==> src/kf_consts.svh <==
// Kalman tracker constants
// Fixed-point word layout, filter dimensions and the fixed coefficient words.
// Words are sign-magnitude with 1 sign, 16 integer and 15 fraction bits.

`ifndef KF_CONSTS_SVH
`define KF_CONSTS_SVH

// Word layout
`define KF_W 32
`define KF_F 15
`define KF_I 16

// State and measurement counts
`define KF_NS 4
`define KF_NM 2

// Width of the position and measurement ports
`define KF_DISP_W 11

// Coefficients: 1.0, time step of 2^-5, measurement noise of 1000.0
`define KF_ONE   32'h0000_8000
`define KF_TSTEP 32'h0000_0400
`define KF_RDIAG 32'h01F4_0000

`endif

==> src/kf_pkg.sv <==
// Kalman tracker package
// Sign-magnitude fixed-point word type and its add, subtract and multiply.

`include "kf_consts.svh"

package kf_pkg;

	// One word seen either raw or split into its fields
	typedef union packed {
		logic [`KF_W-1:0] raw;
		struct packed {
			logic              sign;
			logic [`KF_I-1:0]  int_part;
			logic [`KF_F-1:0]  frac;
		} f;
	} kf_fix_t;

	// Equal signs add magnitudes, otherwise the larger magnitude wins the sign
	function automatic kf_fix_t fix_add(input kf_fix_t a, input kf_fix_t b);
		kf_fix_t          res;
		logic [`KF_W-2:0] mag_a;
		logic [`KF_W-2:0] mag_b;
		mag_a = {a.f.int_part, a.f.frac};
		mag_b = {b.f.int_part, b.f.frac};
		if (a.f.sign == b.f.sign) begin
			res.raw = {a.f.sign, mag_a + mag_b};
		end else if (mag_a >= mag_b) begin
			res.raw = {a.f.sign, mag_a - mag_b};
		end else begin
			res.raw = {b.f.sign, mag_b - mag_a};
		end
		// No negative zero
		if (res.raw[`KF_W-2:0] == '0) begin
			res.f.sign = 1'b0;
		end
		return res;
	endfunction

	function automatic kf_fix_t fix_sub(input kf_fix_t a, input kf_fix_t b);
		kf_fix_t nb;
		nb = b;
		nb.f.sign = ~b.f.sign;
		return fix_add(a, nb);
	endfunction

	// Full magnitude product, keep the 31 bits just above the fraction
	function automatic kf_fix_t fix_mul(input kf_fix_t a, input kf_fix_t b);
		kf_fix_t                  res;
		logic [`KF_W-2:0]         mag_a;
		logic [`KF_W-2:0]         mag_b;
		logic [2*(`KF_W-1)-1:0]   prod;
		mag_a = {a.f.int_part, a.f.frac};
		mag_b = {b.f.int_part, b.f.frac};
		prod = mag_a * mag_b;
		res.raw = {a.f.sign ^ b.f.sign, prod[`KF_F+`KF_W-2:`KF_F]};
		return res;
	endfunction

endpackage

==> src/kf_step_if.sv <==
// Kalman step strobes
// One-cycle strobes from the sequencer that clear and load the datapath registers.

`timescale 1ns/1ps

interface kf_step_if;

	logic clear_all;
	logic clear_tmp;
	logic accept;
	logic ld_pred1;
	logic ld_pred2;
	logic ld_innov;
	logic ld_det;
	logic ld_update;

	modport seq (output clear_all, clear_tmp, accept, ld_pred1, ld_pred2,
		ld_innov, ld_det, ld_update);
	modport dp (input clear_all, clear_tmp, accept, ld_pred1, ld_pred2,
		ld_innov, ld_det, ld_update);

endinterface

==> src/kf_innovation.sv <==
// Kalman innovation
// Captures the measurement, forms the innovation and the residual covariance S,
// and registers the determinant of S.

`timescale 1ns/1ps

`include "kf_consts.svh"

module kf_innovation (
	input  logic                   clk,
	input  logic                   aresetn,
	kf_step_if.dp                  step,
	input  logic [`KF_DISP_W-1:0]  i_z_x,
	input  logic [`KF_DISP_W-1:0]  i_z_y,
	input  kf_pkg::kf_fix_t        i_x_next [0:`KF_NM-1],
	input  kf_pkg::kf_fix_t        i_p_meas [0:`KF_NM-1][0:`KF_NM-1],
	output kf_pkg::kf_fix_t        o_innov_x,
	output kf_pkg::kf_fix_t        o_innov_y,
	output kf_pkg::kf_fix_t        o_s_det
);

	import kf_pkg::*;

	localparam kf_fix_t RDIAG = `KF_RDIAG;
	localparam kf_fix_t ZERO  = '0;

	kf_fix_t z_vec [0:`KF_NM-1];
	kf_fix_t y_vec [0:`KF_NM-1];
	kf_fix_t s_mat [0:`KF_NM-1][0:`KF_NM-1];
	kf_fix_t y_sub [0:`KF_NM-1];
	kf_fix_t s_add [0:`KF_NM-1][0:`KF_NM-1];
	kf_fix_t det_a;
	kf_fix_t det_b;
	kf_fix_t det_val;

	always_comb begin
		for (int i = 0; i < `KF_NM; i++) begin
			y_sub[i] = fix_sub(z_vec[i], i_x_next[i]);
			for (int j = 0; j < `KF_NM; j++) begin
				// R is diagonal
				s_add[i][j] = fix_add(i_p_meas[i][j], (i == j) ? RDIAG : ZERO);
			end
		end
	end

	// 2x2 determinant of the registered S
	assign det_a   = fix_mul(s_mat[0][0], s_mat[1][1]);
	assign det_b   = fix_mul(s_mat[0][1], s_mat[1][0]);
	assign det_val = fix_sub(det_a, det_b);

	always_ff @(posedge clk or negedge aresetn) begin
		if (!aresetn) begin
			for (int i = 0; i < `KF_NM; i++) begin
				z_vec[i] <= '0;
				y_vec[i] <= '0;
				for (int j = 0; j < `KF_NM; j++) begin
					s_mat[i][j] <= '0;
				end
			end
			o_s_det <= '0;
		end else begin
			// Measurement enters as a positive integer word
			if (step.accept) begin
				z_vec[0] <= {1'b0, {(`KF_I-`KF_DISP_W){1'b0}}, i_z_x, {`KF_F{1'b0}}};
				z_vec[1] <= {1'b0, {(`KF_I-`KF_DISP_W){1'b0}}, i_z_y, {`KF_F{1'b0}}};
			end
			if (step.ld_innov) begin
				y_vec <= y_sub;
				s_mat <= s_add;
			end
			if (step.ld_det) begin
				o_s_det <= det_val;
			end
		end
	end

	assign o_innov_x = y_vec[0];
	assign o_innov_y = y_vec[1];

endmodule

==> src/flat_wrapper.sv <==
// flat-port wrapper written by rule: the top's interface ports become plain ports
module kf_innovation_flat import kf_pkg::*;
  (clk, aresetn, i_z_x, i_z_y, i_x_next, i_p_meas, o_innov_x, o_innov_y, o_s_det, step_clear_all, step_clear_tmp, step_accept, step_ld_pred1, step_ld_pred2, step_ld_innov, step_ld_det, step_ld_update);
  kf_step_if step_i ();
  input  logic clk;
  input  logic aresetn;
  input  logic [`KF_DISP_W-1:0] i_z_x;
  input  logic [`KF_DISP_W-1:0] i_z_y;
  input  kf_pkg::kf_fix_t i_x_next[0:`KF_NM-1];
  input  kf_pkg::kf_fix_t i_p_meas[0:`KF_NM-1][0:`KF_NM-1];
  output kf_pkg::kf_fix_t o_innov_x;
  output kf_pkg::kf_fix_t o_innov_y;
  output kf_pkg::kf_fix_t o_s_det;
  input wire logic [$bits(step_i.clear_all)-1:0] step_clear_all;
  input wire logic [$bits(step_i.clear_tmp)-1:0] step_clear_tmp;
  input wire logic [$bits(step_i.accept)-1:0] step_accept;
  input wire logic [$bits(step_i.ld_pred1)-1:0] step_ld_pred1;
  input wire logic [$bits(step_i.ld_pred2)-1:0] step_ld_pred2;
  input wire logic [$bits(step_i.ld_innov)-1:0] step_ld_innov;
  input wire logic [$bits(step_i.ld_det)-1:0] step_ld_det;
  input wire logic [$bits(step_i.ld_update)-1:0] step_ld_update;
  assign step_i.clear_all = step_clear_all;
  assign step_i.clear_tmp = step_clear_tmp;
  assign step_i.accept = step_accept;
  assign step_i.ld_pred1 = step_ld_pred1;
  assign step_i.ld_pred2 = step_ld_pred2;
  assign step_i.ld_innov = step_ld_innov;
  assign step_i.ld_det = step_ld_det;
  assign step_i.ld_update = step_ld_update;
  kf_innovation u_core (.clk(clk), .aresetn(aresetn), .step(step_i), .i_z_x(i_z_x), .i_z_y(i_z_y), .i_x_next(i_x_next), .i_p_meas(i_p_meas), .o_innov_x(o_innov_x), .o_innov_y(o_innov_y), .o_s_det(o_s_det));
endmodule
==> config.mk <==
export PLATFORM = sky130hd
export DESIGN_NAME = kf_innovation_flat
export DESIGN_NICKNAME = d
export VERILOG_FILES = /design/src/kf_pkg.sv /design/src/kf_step_if.sv /design/src/kf_innovation.sv /design/src/flat_wrapper.sv
export VERILOG_INCLUDE_DIRS = /design/src
export SDC_FILE = /design/constraint.sdc
export NUM_CORES = 2
export LEC_CHECK = 0
export BUFFER_PORTS_ARGS = -buffer_cell sky130_fd_sc_hd__buf_2
export CORE_MARGIN = 2
export CORE_UTILIZATION = 45
export CTS_CLUSTER_SIZE = 12
export DETAILED_ROUTE_END_ITERATION = 16
export SLEW_MARGIN = 5
export SYNTH_ARGS = -nofsm -noshare
export SYNTH_HDL_FRONTEND = slang
export SYNTH_SLANG_ARGS = --single-unit
export TNS_END_PERCENT = 5
==> constraint.sdc <==
create_clock -name clk -period 12 [get_ports clk]
set_input_delay 2.4 -clock clk [delete_from_list [all_inputs] [get_ports clk]]
set_output_delay 2.4 -clock clk [all_outputs]
set_load 0.01 [all_outputs]
==> impl_metrics.tcl <==
set metrics [dict create \
    result_of_the_run "complete, no violations" \
    post_synth_most_frequent_cells "inv_1, fa_1, nand2_1" \
    cts.path.max_buffers 3 \
    worst_pin_slew_ns 1.00 \
    synth_compound_gate_area_share_pct 8.08 \
    cts-htree-levels 2 \
    fmaxAchievable_mhz 86.5 \
    post-synth-top-area-cell "fa_1" \
    synth_simple_gate_area_share_pct 18.1 \
    ios 320 \
    rows 145 \
    design.core.area_um2 157000 \
    nets_final 10600 \
    yosys_most_used_dff "dfrtp_1" \
    first_global_vias 59700 \
    synthCells 8131 \
    leading_post_synthesis_cells_by_cell_area "fa_1, ha_1, dfrtp_1" \
    tritoncts.num_buffers 36 \
    post_synth_xor_xnor_area_pct 3.42 \
    yosysSeqAreaShare_pct 8.65 \
    total_of_flip_flops_plus_latches_after_synthesis 246 \
    dieWidth_um 402 \
    hpwl_after_dpl_um 181000 \
    timing.clock.skew_ns 0.0676 \
    tritoncts_clock_tree "done" \
    synth_top_family_by_area "adder cells" \
    number_of_antenna_violations_at_the_first_check_in_global_routing 29 \
    detail_route.vias_per_cell 5.39 \
    end_kind "flop" \
    cp_common_cell "fa_1" \
    die-area_um2 161000 \
    drt-total-wl_um 217000 \
    synth-adder-area-share_pct 49.4 \
    areaGrowthSynthToFinish_pct 10.0 \
    clk-insertion-delay-late_ns 0.64 \
    grt_pass1_wl_um 346000 \
    cts_hold_buffers 0 \
    clk_tree_root_cell "clkbuf_16" \
    num_vias 56700 \
    syn_area_per_cell_um2 8.75 \
    postRouteAntennaNets 0 \
    max-cap-violations 0 \
    maximum_number_of_pins_on_one_net_before_global_route_repair 137 \
    cp_top_family "adder cells" \
    timing.final.crit_period_ns 11.56 \
    worst-setup-path-type "flop to flop" \
    synth_enable_flop_cells 0 \
    synth.mux.area_fraction_pct 1.90 \
    synth_cell_type_count 94 \
    worst_setup_path_start_kind "flop" \
    gr-total-overflow 0 \
    post-route-drc-count 0 \
    hp-class "flop to flop" \
    worst_path_max_delay_cell "fa_1" \
    clock-sinks 246 \
    share_of_the_synthesized_area_in_the_top_cell_type_pct 40.7 \
    gr-usage-all-layers_pct 27.4 \
    synth_fp_nets 10300 \
    yosys_warnings 0 \
    fp.dieH_um 402 \
    layout-drive-gt1-share_pct 11.5 \
    critPathArrivalTime_ns 12.02 \
    detail_route.wl_per_cell_um 20.6 \
    critical_path.max_stage_delay_ns 0.56 \
    start_util_pct 45.5 \
    clk_pin_slew_worst_paths_ns 0.08 \
    finalSetupViolCount 0 \
    place_congestion 0.924 \
    hold_violations 0 \
    fin_crit_sh_pct 96.3 \
    synth_async_sr_flop_share_pct 100 \
    path_buf_inv 8 \
    critical_path_required_ns 12.46 \
    timing_max_transition_violations_final 0 \
    io_buffers 314 \
    max_slew_margin_pct 32.8 \
    fin_hold_ws_ns 0.499 \
    netlist_area_um2 71200 \
    worst-path-max-fanout 11 \
    final_core_util_pct 50.0 \
    dr.pass1.iters 6 \
    drt_first_iter_violations 4070 \
    yosys.cell_count.top_type "inv_1" \
]
==> area by class of cell <==
type / count / area [um^2]
diodes: 16 / 40.0
clock buffers: 44 / 941
clock inverters: 19 / 335
fillers: 15100 / 78300
inverters: 1509 / 5660
multi-input cells: 5910 / 57700
flip-flops and latches: 246 / 6180
well taps: 2058 / 2570
repair buffers: 731 / 4840
==> what timing repair did <==
item                       CTS  global route
setup endpoints to repair    1             5
pin swaps                    0             4
gates resized for setup      4            52
buffers inserted             0             3
==> through the flow <==
stage	TNS (ns)	setup WS (ns)	area, um^2	instances
finish	0	0.440	78300	10500
global route	-0.00794	-0.00794	78300	10500
CTS	0	0.0310	78100	10500
detailed placement	-0.196	-0.196	76800	10500
global placement	-0.0930	-0.0930	76800	10500
floorplan	0	1.15	71200	8131
==> cells in the final DEF (no fill, tap or decap), types with 70 or more instances in the layout <==
cell type,netlist,layout
mux2_2,94,94
xnor2_1,185,180
dfrtp_1,246,229
a21o_1,70,70
nor3_1,71,71
nand2_1,1136,1136
buf_2,13,313
buf_4,5,406
nor2_1,372,370
xor2_1,93,91
a21oi_1,334,333
and2_1,729,728
fa_1,1445,1445
inv_1,1505,1505
ha_1,497,496
o21ai_0,169,165
==> registers in the layout, summed over array words and instances (netlist names) <==
| name | cells |
|---|---|
| u_core.s_mat | 128 |
| u_core.o_innov_x | 32 |
| u_core.o_innov_y | 32 |
| u_core.o_s_det | 32 |
| u_core.z_vec | 22 |
==> cells by family (layout without fill, tap and decap cells) <==
group	Yosys count	count (layout)
flip-flops	246	246
adder cells (fa/ha/maj)	1942	1942
other	0	16
AO/OA/AOI/OAI	914	914
XOR/XNOR	278	278
AND/OR/NAND/NOR	2653	2653
buffers and inverters	1975	2303
multiplexers	123	123
==> layer usage <==
| layer | global-route usage, % | up-vias | share of wire (%) |
|---|---|---|---|
| met4 | 7.39 | 24 | 3.1 |
| met2 | 45.5 | 1606 | 48 |
| li1 | - | 25500 | - |
| met1 | 37.7 | 29300 | 43 |
| met5 | 0 | - | 0.075 |
| met3 | 3.55 | 307 | 5.9 |
==> final timing paths <==
check	endpoint	slack, ns	cells past startpoint	from
worst max-delay path	u_core.o_s_det[31]$_DFFE_PN0P_	0.44	43	u_core.s_mat[104]$_DFFE_PN0P_
worst min-delay path	u_core.o_s_det[13]$_DFFE_PN0P_	0.50	1	u_core.o_s_det[13]$_DFFE_PN0P_
worst max register to register	u_core.o_s_det[31]$_DFFE_PN0P_	0.44	43	u_core.s_mat[104]$_DFFE_PN0P_
worst min register to register	u_core.o_s_det[13]$_DFFE_PN0P_	0.50	1	u_core.o_s_det[13]$_DFFE_PN0P_
max in group asynchronous	u_core.s_mat[101]$_DFFE_PN0P_	8.70	2	aresetn
min in group asynchronous	u_core.o_innov_y[28]$_DFFE_PN0P_	1.84	1	aresetn
Power is left out: the tool's default activity adds up to more than one toggle a clock period on the data nets, which glitch-free logic cannot reach.
