**src/kf_step_if.sv**
```systemverilog
// Kalman step strobes
// One-cycle strobes from the sequencer that clear and load the datapath registers.

`timescale 1ns/1ps

interface kf_step_if;

	logic clear_all;
	logic clear_tmp;
	logic accept;
	logic ld_pred1;
	logic ld_pred2;
	logic ld_innov;
	logic ld_det;
	logic ld_update;

	modport seq (output clear_all, clear_tmp, accept, ld_pred1, ld_pred2,
		ld_innov, ld_det, ld_update);
	modport dp (input clear_all, clear_tmp, accept, ld_pred1, ld_pred2,
		ld_innov, ld_det, ld_update);

endinterface

```
**src/kf_sequencer.sv**
```systemverilog
// Kalman sequencer
// Walks one filter iteration per accepted measurement and decodes its state
// into the datapath step strobes and the ready level.

`timescale 1ns/1ps

module kf_sequencer (
	input  logic   clk,
	input  logic   aresetn,
	input  logic   i_valid,
	output logic   o_ready,
	kf_step_if.seq step
);

	localparam logic [2:0] ST_INIT      = 3'd0;
	localparam logic [2:0] ST_IDLE      = 3'd1;
	localparam logic [2:0] ST_PREDICT_1 = 3'd2;
	localparam logic [2:0] ST_PREDICT_2 = 3'd3;
	localparam logic [2:0] ST_INTERIM   = 3'd4;
	localparam logic [2:0] ST_DET       = 3'd5;
	localparam logic [2:0] ST_UPDATE    = 3'd6;

	logic [2:0] state;
	logic [2:0] state_nxt;

	always_ff @(posedge clk or negedge aresetn) begin
		if (!aresetn) begin
			state <= ST_INIT;
		end else begin
			state <= state_nxt;
		end
	end

	always_comb begin
		case (state)
			ST_INIT:      state_nxt = ST_IDLE;
			ST_IDLE:      state_nxt = i_valid ? ST_PREDICT_1 : ST_IDLE;
			ST_PREDICT_1: state_nxt = ST_PREDICT_2;
			ST_PREDICT_2: state_nxt = ST_INTERIM;
			ST_INTERIM:   state_nxt = ST_DET;
			ST_DET:       state_nxt = ST_UPDATE;
			ST_UPDATE:    state_nxt = ST_IDLE;
			default:      state_nxt = ST_INIT;
		endcase
	end

	// Strobes follow the state directly
	assign o_ready        = (state == ST_IDLE);
	assign step.clear_all = (state == ST_INIT);
	assign step.clear_tmp = (state == ST_INIT) || (state == ST_IDLE);
	assign step.accept    = (state == ST_IDLE) && i_valid;
	assign step.ld_pred1  = (state == ST_PREDICT_1);
	assign step.ld_pred2  = (state == ST_PREDICT_2);
	assign step.ld_innov  = (state == ST_INTERIM);
	assign step.ld_det    = (state == ST_DET);
	assign step.ld_update = (state == ST_UPDATE);

endmodule

```
**src/flat_wrapper.sv**
```systemverilog
// flat-port wrapper written by rule: the top's interface ports become plain ports
module kf_sequencer_flat 
  (clk, aresetn, i_valid, o_ready, step_clear_all, step_clear_tmp, step_accept, step_ld_pred1, step_ld_pred2, step_ld_innov, step_ld_det, step_ld_update);
  kf_step_if step_i ();
  input  logic clk;
  input  logic aresetn;
  input  logic i_valid;
  output logic o_ready;
  output wire logic [$bits(step_i.clear_all)-1:0] step_clear_all;
  output wire logic [$bits(step_i.clear_tmp)-1:0] step_clear_tmp;
  output wire logic [$bits(step_i.accept)-1:0] step_accept;
  output wire logic [$bits(step_i.ld_pred1)-1:0] step_ld_pred1;
  output wire logic [$bits(step_i.ld_pred2)-1:0] step_ld_pred2;
  output wire logic [$bits(step_i.ld_innov)-1:0] step_ld_innov;
  output wire logic [$bits(step_i.ld_det)-1:0] step_ld_det;
  output wire logic [$bits(step_i.ld_update)-1:0] step_ld_update;
  assign step_clear_all = step_i.clear_all;
  assign step_clear_tmp = step_i.clear_tmp;
  assign step_accept = step_i.accept;
  assign step_ld_pred1 = step_i.ld_pred1;
  assign step_ld_pred2 = step_i.ld_pred2;
  assign step_ld_innov = step_i.ld_innov;
  assign step_ld_det = step_i.ld_det;
  assign step_ld_update = step_i.ld_update;
  kf_sequencer u_core (.clk(clk), .aresetn(aresetn), .i_valid(i_valid), .o_ready(o_ready), .step(step_i));
endmodule
```
**config.mk**
```make
export PLATFORM = sky130hd
export DESIGN_NAME = kf_sequencer_flat
export DESIGN_NICKNAME = d
export VERILOG_FILES = /design/src/kf_step_if.sv /design/src/kf_sequencer.sv /design/src/flat_wrapper.sv
export SDC_FILE = /design/constraint.sdc
export NUM_CORES = 1
export LEC_CHECK = 0
export CORE_AREA = 8 8 45 47
export CTS_CLUSTER_DIAMETER = 150
export DETAILED_ROUTE_END_ITERATION = 10
export DIE_AREA = 0 0 53 55
export DONT_BUFFER_PORTS = 1
export PLACE_DENSITY = 0.38
export RECOVER_POWER = 100
export SLEW_MARGIN = 20
export SYNTH_ARGS = -nofsm -noshare
export SYNTH_HDL_FRONTEND = slang
export SYNTH_SLANG_ARGS = --single-unit
export TNS_END_PERCENT = 10
```
**constraint.sdc**
```tcl
create_clock -name clk -period 2.2 [get_ports clk]
set_clock_uncertainty 0.15 [all_clocks]
set_input_delay 0.44 -clock clk [delete_from_list [all_inputs] [get_ports clk]]
set_output_delay 0.44 -clock clk [all_outputs]
set_load 0.03 [all_outputs]
```
==> flow_summary_export.csv, run 1 <==
group,metric,value,unit
outcome,outcome,"completed",
global_routing,groute.usage.overall,0.0503,
finish,largest_reg_flops,3,
yosys,synth_area,189,sq um
yosys,synth_top_flop_cell,"dfrtp_1",
clock_tree,clockBufferDepth,2,
critical_path,endpoint,"step_ld_update",
place,hpwl,432,um
clock_tree,cts.clk_slew.worst_paths,0.04,ns
clock_tree,cts_sinks,3,
sta,setup_viol_count_final,0,
clock_tree,htree_levels,1,
critical_path,cp-start-kind,"register",
die,dieHeight,55,um
place,numPortBuffers,0,
critical_path,path_class,"register to output pin",
yosys,synth_edf_count,0,
sta,post-route-min-period,1.99,ns
routing,via_per_inst,4.02,
yosys,ys_types,12,
finish,regMostFlops,"u_core.state",
die,core,1380,sq um
yosys,synth.net_count,24,
critical_path,cp.buffers_inverters,2,
global_routing,first_global_vias,192,
clock_tree,cts_tree,"yes",
routing,drt_wl_total,555,um
finish,antenna_cells,0,
clock_tree,ctsResizeCount,0,
die,die_w,53,um
clock_tree,cts_root_buffer,"clkbuf_4",
critical_path,rr_worst_depth,2,
sta,fmax,0.501,GHz
clock_tree,insertion_delay,0.24,ns
critical_path,cp.arrival,1.40,ns
routing,via_count,185,
critical_path,crit_fanout,10,
critical_path,critical_path_depth,3,
sta,relSlewSlack,0.610,
yosys,seq_area_frac_synth,0.397,
critical_path,cpLargestDelayFamily,"flip-flops",
die,rows,14,
finish,layout-drive-gt1-share,0.233,
routing,antenna_left,0,
global_routing,grt_max_degree,11,
finish,reg_top3,"u_core.state x3",
critical_path,crit_chain,"inv_1 > nor2_1 > clkbuf_1",
routing,drt-initial-drc-count,1,
yosys,async_reset_ff_frac,1.00,
clock_tree,cts_buffers,3,
die,ios,12,
yosys,synth_most_common_cell,"nor2_1",
min_path,hp-class,"input port to register",
yosys,synth-seq-cells,3,
die,dieArea,2920,sq um
run,cap_violations,0,
sta,period_share,0.906,
finish,fin_cells,46,
sta,drv_slew,0,
die,initial_core_util,0.137,
sta,setup_tns,0,ns
critical_path,crit_start,"u_core.state[2]$_DFF_PN0_",
global_routing,antenna_found_initial,0,
critical_path,crit_slowest_cell,"dfrtp_1",
place,gp_congestion,0.728,
finish,area_growth,36.4,%
yosys,synth_warnings,0,
critical_path,worstPathRequired,1.61,ns
routing,wire_per_inst,12.1,um
routing,first_pass_iters,2,
critical_path,end_kind,"output pin",
finish,nets,34,
global_routing,grt_overflow,0,
sta,hold_viol,0,
yosys,synth_top_area_share,0.397,
global_routing,grt_pass1_wl,903,um
yosys,synth_commonest_cells,"nor2_1 (7), dfrtp_1 (3), nor3_1 (2)",
critical_path,r2r_start,"u_core.state[2]$_DFF_PN0_",
critical_path,regToRegEndpoint,"u_core.state[2]$_DFF_PN0_",
place,place_inst,41,
routing,drc,0,
yosys,synthTopCellsByArea,"dfrtp_1 (40%), nor2_1 (14%), nand2b_4 (7.3%)",
sta,rsz0062_at_grt,"no",
critical_path,slowest_delay,0.53,ns
yosys,yosysTopAreaCell,"dfrtp_1",
yosys,syn_area_per_cell,9.00,sq um
yosys,syn_inst,21,
critical_path,r2r_slack,1.06,ns
sta,max_slew.worst_pin.slew,0.583,ns
==> what timing repair did <==
action / CTS / global route
hold buffers: 1 / 0
hold endpoints to repair: 3 / 0
setup buffers: 0 / 0
==> per-stage QoR <==
step / setup slack, ns / cell area [sq um] / hold slack [ns] / utilization
floorplan: 0.443 / 189 / -0.00559 / -
detailed placement: 0.488 / 239 / -0.00548 / 0.173
finish: 0.206 / 258 / 0.137 / 0.186
global placement: 0.501 / 239 / -0.00547 / 0.173
CTS: 0.229 / 275 / 0.128 / 0.199
global route: 0.106 / 258 / 0.130 / 0.186
==> cell usage in the layout (no fill, tap or decap), drive strengths merged <==
cell and n:
clkbuf 9, dfrtp 3, dlygate4sd3 1, inv 1, mux2i 1, nand2 1, nand2b 2, nor2 7
nor3 2, nor3b 1, o22ai 1, o31ai 1
==> worst min-delay path by stage <==
stage / depth (start not counted) / slack, ns / to / startpoint
after floorplan: 0 / -0.006 / u_core.state[0]$_DFF_PN0_ / aresetn
after global placement: 0 / -0.005 / u_core.state[2]$_DFF_PN0_ / aresetn
after detailed placement: 0 / -0.005 / u_core.state[2]$_DFF_PN0_ / aresetn
after CTS: 1 / 0.13 / u_core.state[0]$_DFF_PN0_ / i_valid
after global routing: 1 / 0.13 / u_core.state[0]$_DFF_PN0_ / i_valid
final: 1 / 0.14 / u_core.state[0]$_DFF_PN0_ / i_valid
==> area by class of cell <==
type | count | area (sq um)
fillers | 168 | 1130
multi-input cells | 16 | 103
flip-flops and latches | 3 | 75.1
repair buffers | 6 | 30.0
clock buffers | 4 | 26.3
well taps | 16 | 20.0
inverters | 1 | 3.75
==> per-layer routing <==
layer  vias to the layer above  global-route usage  part of all wire
li1                         86                   -                 -
met1                        83              0.0533              0.46
met2                        14              0.0371              0.29
met3                         2              0.0695              0.22
met4                         0              0.0517             0.034
met5                         -                   0                 0
==> cell families (layout without fill, tap and decap cells) <==
| logic type | Yosys count | count (layout) | share of synthesized area |
|---|---|---|---|
| AND/OR/NAND/NOR | 13 | 13 | 0.384 |
| flip-flops | 3 | 3 | 0.397 |
| AO/OA/AOI/OAI | 2 | 2 | 0.106 |
| buffers and inverters | 2 | 11 | 0.0596 |
| multiplexers | 1 | 1 | 0.0530 |
Power of run 1 is left out: the tool's default activity adds up to more than one toggle a clock period on the data nets, which glitch-free logic cannot reach.
==> run 2, diff against run 1 <==
Settings changed: CELL_PAD_IN_SITES_DETAIL_PLACEMENT set to 1, CELL_PAD_IN_SITES_GLOBAL_PLACEMENT set to 1, PLACE_DENSITY 0.38 to 0.44, SLEW_MARGIN 20 to unset.
==> run 2 against run 1 <==
Final area grew 0.97%; utilization is 0.18 points higher; non-clock buffer count is 1 higher.
==> flow_summary_export.csv, run 2 (synthesis gave the netlist of run 1 again) <==
group,metric,value,unit
outcome,outcome,"completed",
finish,layout-drive-gt1-share,0.226,
place,gp_congestion,0.653,
global_routing,grt_max_degree,11,
die,ios,12,
sta,setup_viol_count_final,0,
critical_path,crit_slowest_cell,"nor3b_2",
clock_tree,clockBufferDepth,2,
routing,drc,0,
routing,first_pass_iters,4,
sta,holdWs,0.146,ns
clock_tree,post_cts_buffers,0,
finish,final_area,260,sq um
critical_path,cpLargestDelayFamily,"simple AND/OR/NAND/NOR gates",
global_routing,grt_pass1_wl,841,um
sta,drv_slew,0,
min_path,hp-class,"input port to register",
die,dieArea,2920,sq um
global_routing,antenna_found_initial,0,
sta,max_slew.worst_pin.slew,0.568,ns
routing,antenna_left,0,
finish,antenna_cells,0,
clock_tree,cts_tree,"yes",
clock_tree,cts_buffers,3,
critical_path,cp.arrival,1.44,ns
clock_tree,cts_root_buffer,"clkbuf_4",
critical_path,cp.buffers_inverters,0,
finish,regMostFlops,"u_core.state",
sta,period_share,0.921,
critical_path,cp-start-kind,"register",
sta,relSlewSlack,0.620,
global_routing,groute.usage.overall,0.0427,
clock_tree,htree_levels,1,
sta,rsz0062_at_grt,"no",
sta,setup_tns,0,ns
critical_path,path_class,"register to output pin",
critical_path,crit_chain,"nand2b_1 > nor3b_2",
critical_path,worstPathRequired,1.61,ns
clock_tree,cts.clk_slew.worst_paths,0.03,ns
finish,final_cell_mix,"nor2_1 (7), clkbuf_1 (5), clkbuf_4 (3), dfrtp_1 (3)",
sta,fmax,0.494,GHz
finish,largest_reg_flops,3,
finish,reg_top3,"u_core.state x3",
critical_path,crit_fanout,8,
place,dpl_cell_area,246,sq um
die,dieHeight,55,um
routing,drt-initial-drc-count,2,
finish,fill_cells,183,
global_routing,grt_overflow,0,
critical_path,slowest_delay,0.51,ns
die,initial_core_util,0.137,
finish,final_common_cell,"nor2_1",
die,die_w,53,um
place,hpwl,432,um
die,core,1380,sq um
sta,hold_viol,0,
routing,via_per_inst,3.91,
critical_path,end_kind,"output pin",
place,numPortBuffers,0,
global_routing,first_global_vias,192,
clock_tree,cts_sinks,3,
die,rows,14,
routing,wire_per_inst,10.7,um
run,cap_violations,0,
clock_tree,insertion_delay,0.23,ns
routing,drt_wl_total,503,um
routing,via_count,184,
sta,post-route-min-period,2.03,ns
finish,area_growth,37.7,%
finish,nets,35,
## run 2: changes by cell type in the layout (fill, tap and decap cells not counted), sizes merged
cell,previous run,this run
buf,0,2
clkbuf,9,8
## run 2: timing repair
item	4_1_cts	5_1_grt
endpoints found under the hold margin	3	0
hold buffers	1	0
setup endpoints to repair	0	0
gates resized for setup	0	0
## run 2: worst reg2reg max path, cell delays in order (launching register included)
cell and delay (ns):
dfrtp_1 0.53, inv_1 0.16, mux2i_1 0.15
## run 2: worst paths after layout
check	from	end	slack [ns]	cells past startpoint
min in group asynchronous	aresetn	u_core.state[0]$_DFF_PN0_	0.31	1
setup / recovery	u_core.state[1]$_DFF_PN0_	step_accept	0.17	2
max in group asynchronous	aresetn	u_core.state[1]$_DFF_PN0_	1.44	1
setup reg to reg	u_core.state[2]$_DFF_PN0_	u_core.state[2]$_DFF_PN0_	1.09	2
hold / removal	i_valid	u_core.state[0]$_DFF_PN0_	0.15	1
hold reg to reg	u_core.state[0]$_DFF_PN0_	u_core.state[0]$_DFF_PN0_	0.39	1
## run 2: metrics by stage
stage          setup slack (ns)  utilization  instances
2_1_floorplan             0.443            -         21
3_3_place_gp              0.483        0.178         42
3_5_place_dp              0.483        0.178         42
4_1_cts                   0.234        0.204         47
5_1_grt                  0.0920        0.188         47
6_report                  0.174        0.188         47
## run 2: layer usage
metal	vias to the layer above	GRT usage	routed length (um)
li1	89	-	-
met1	84	0.0473	210
met2	9	0.0469	208
met3	2	0.0214	66
met4	0	0.0647	17
met5	-	0	0
## run 2: cell type report
cell class	count	area, sq um	area share
tap	16	20.0	0.0769
clock buffer	4	26.3	0.101
sequential	3	75.1	0.288
inverter	1	3.75	0.0144
multi-input combinational	16	95.1	0.365
timing repair buffer	7	40.0	0.154
Power of run 2 is left out for the same reason.
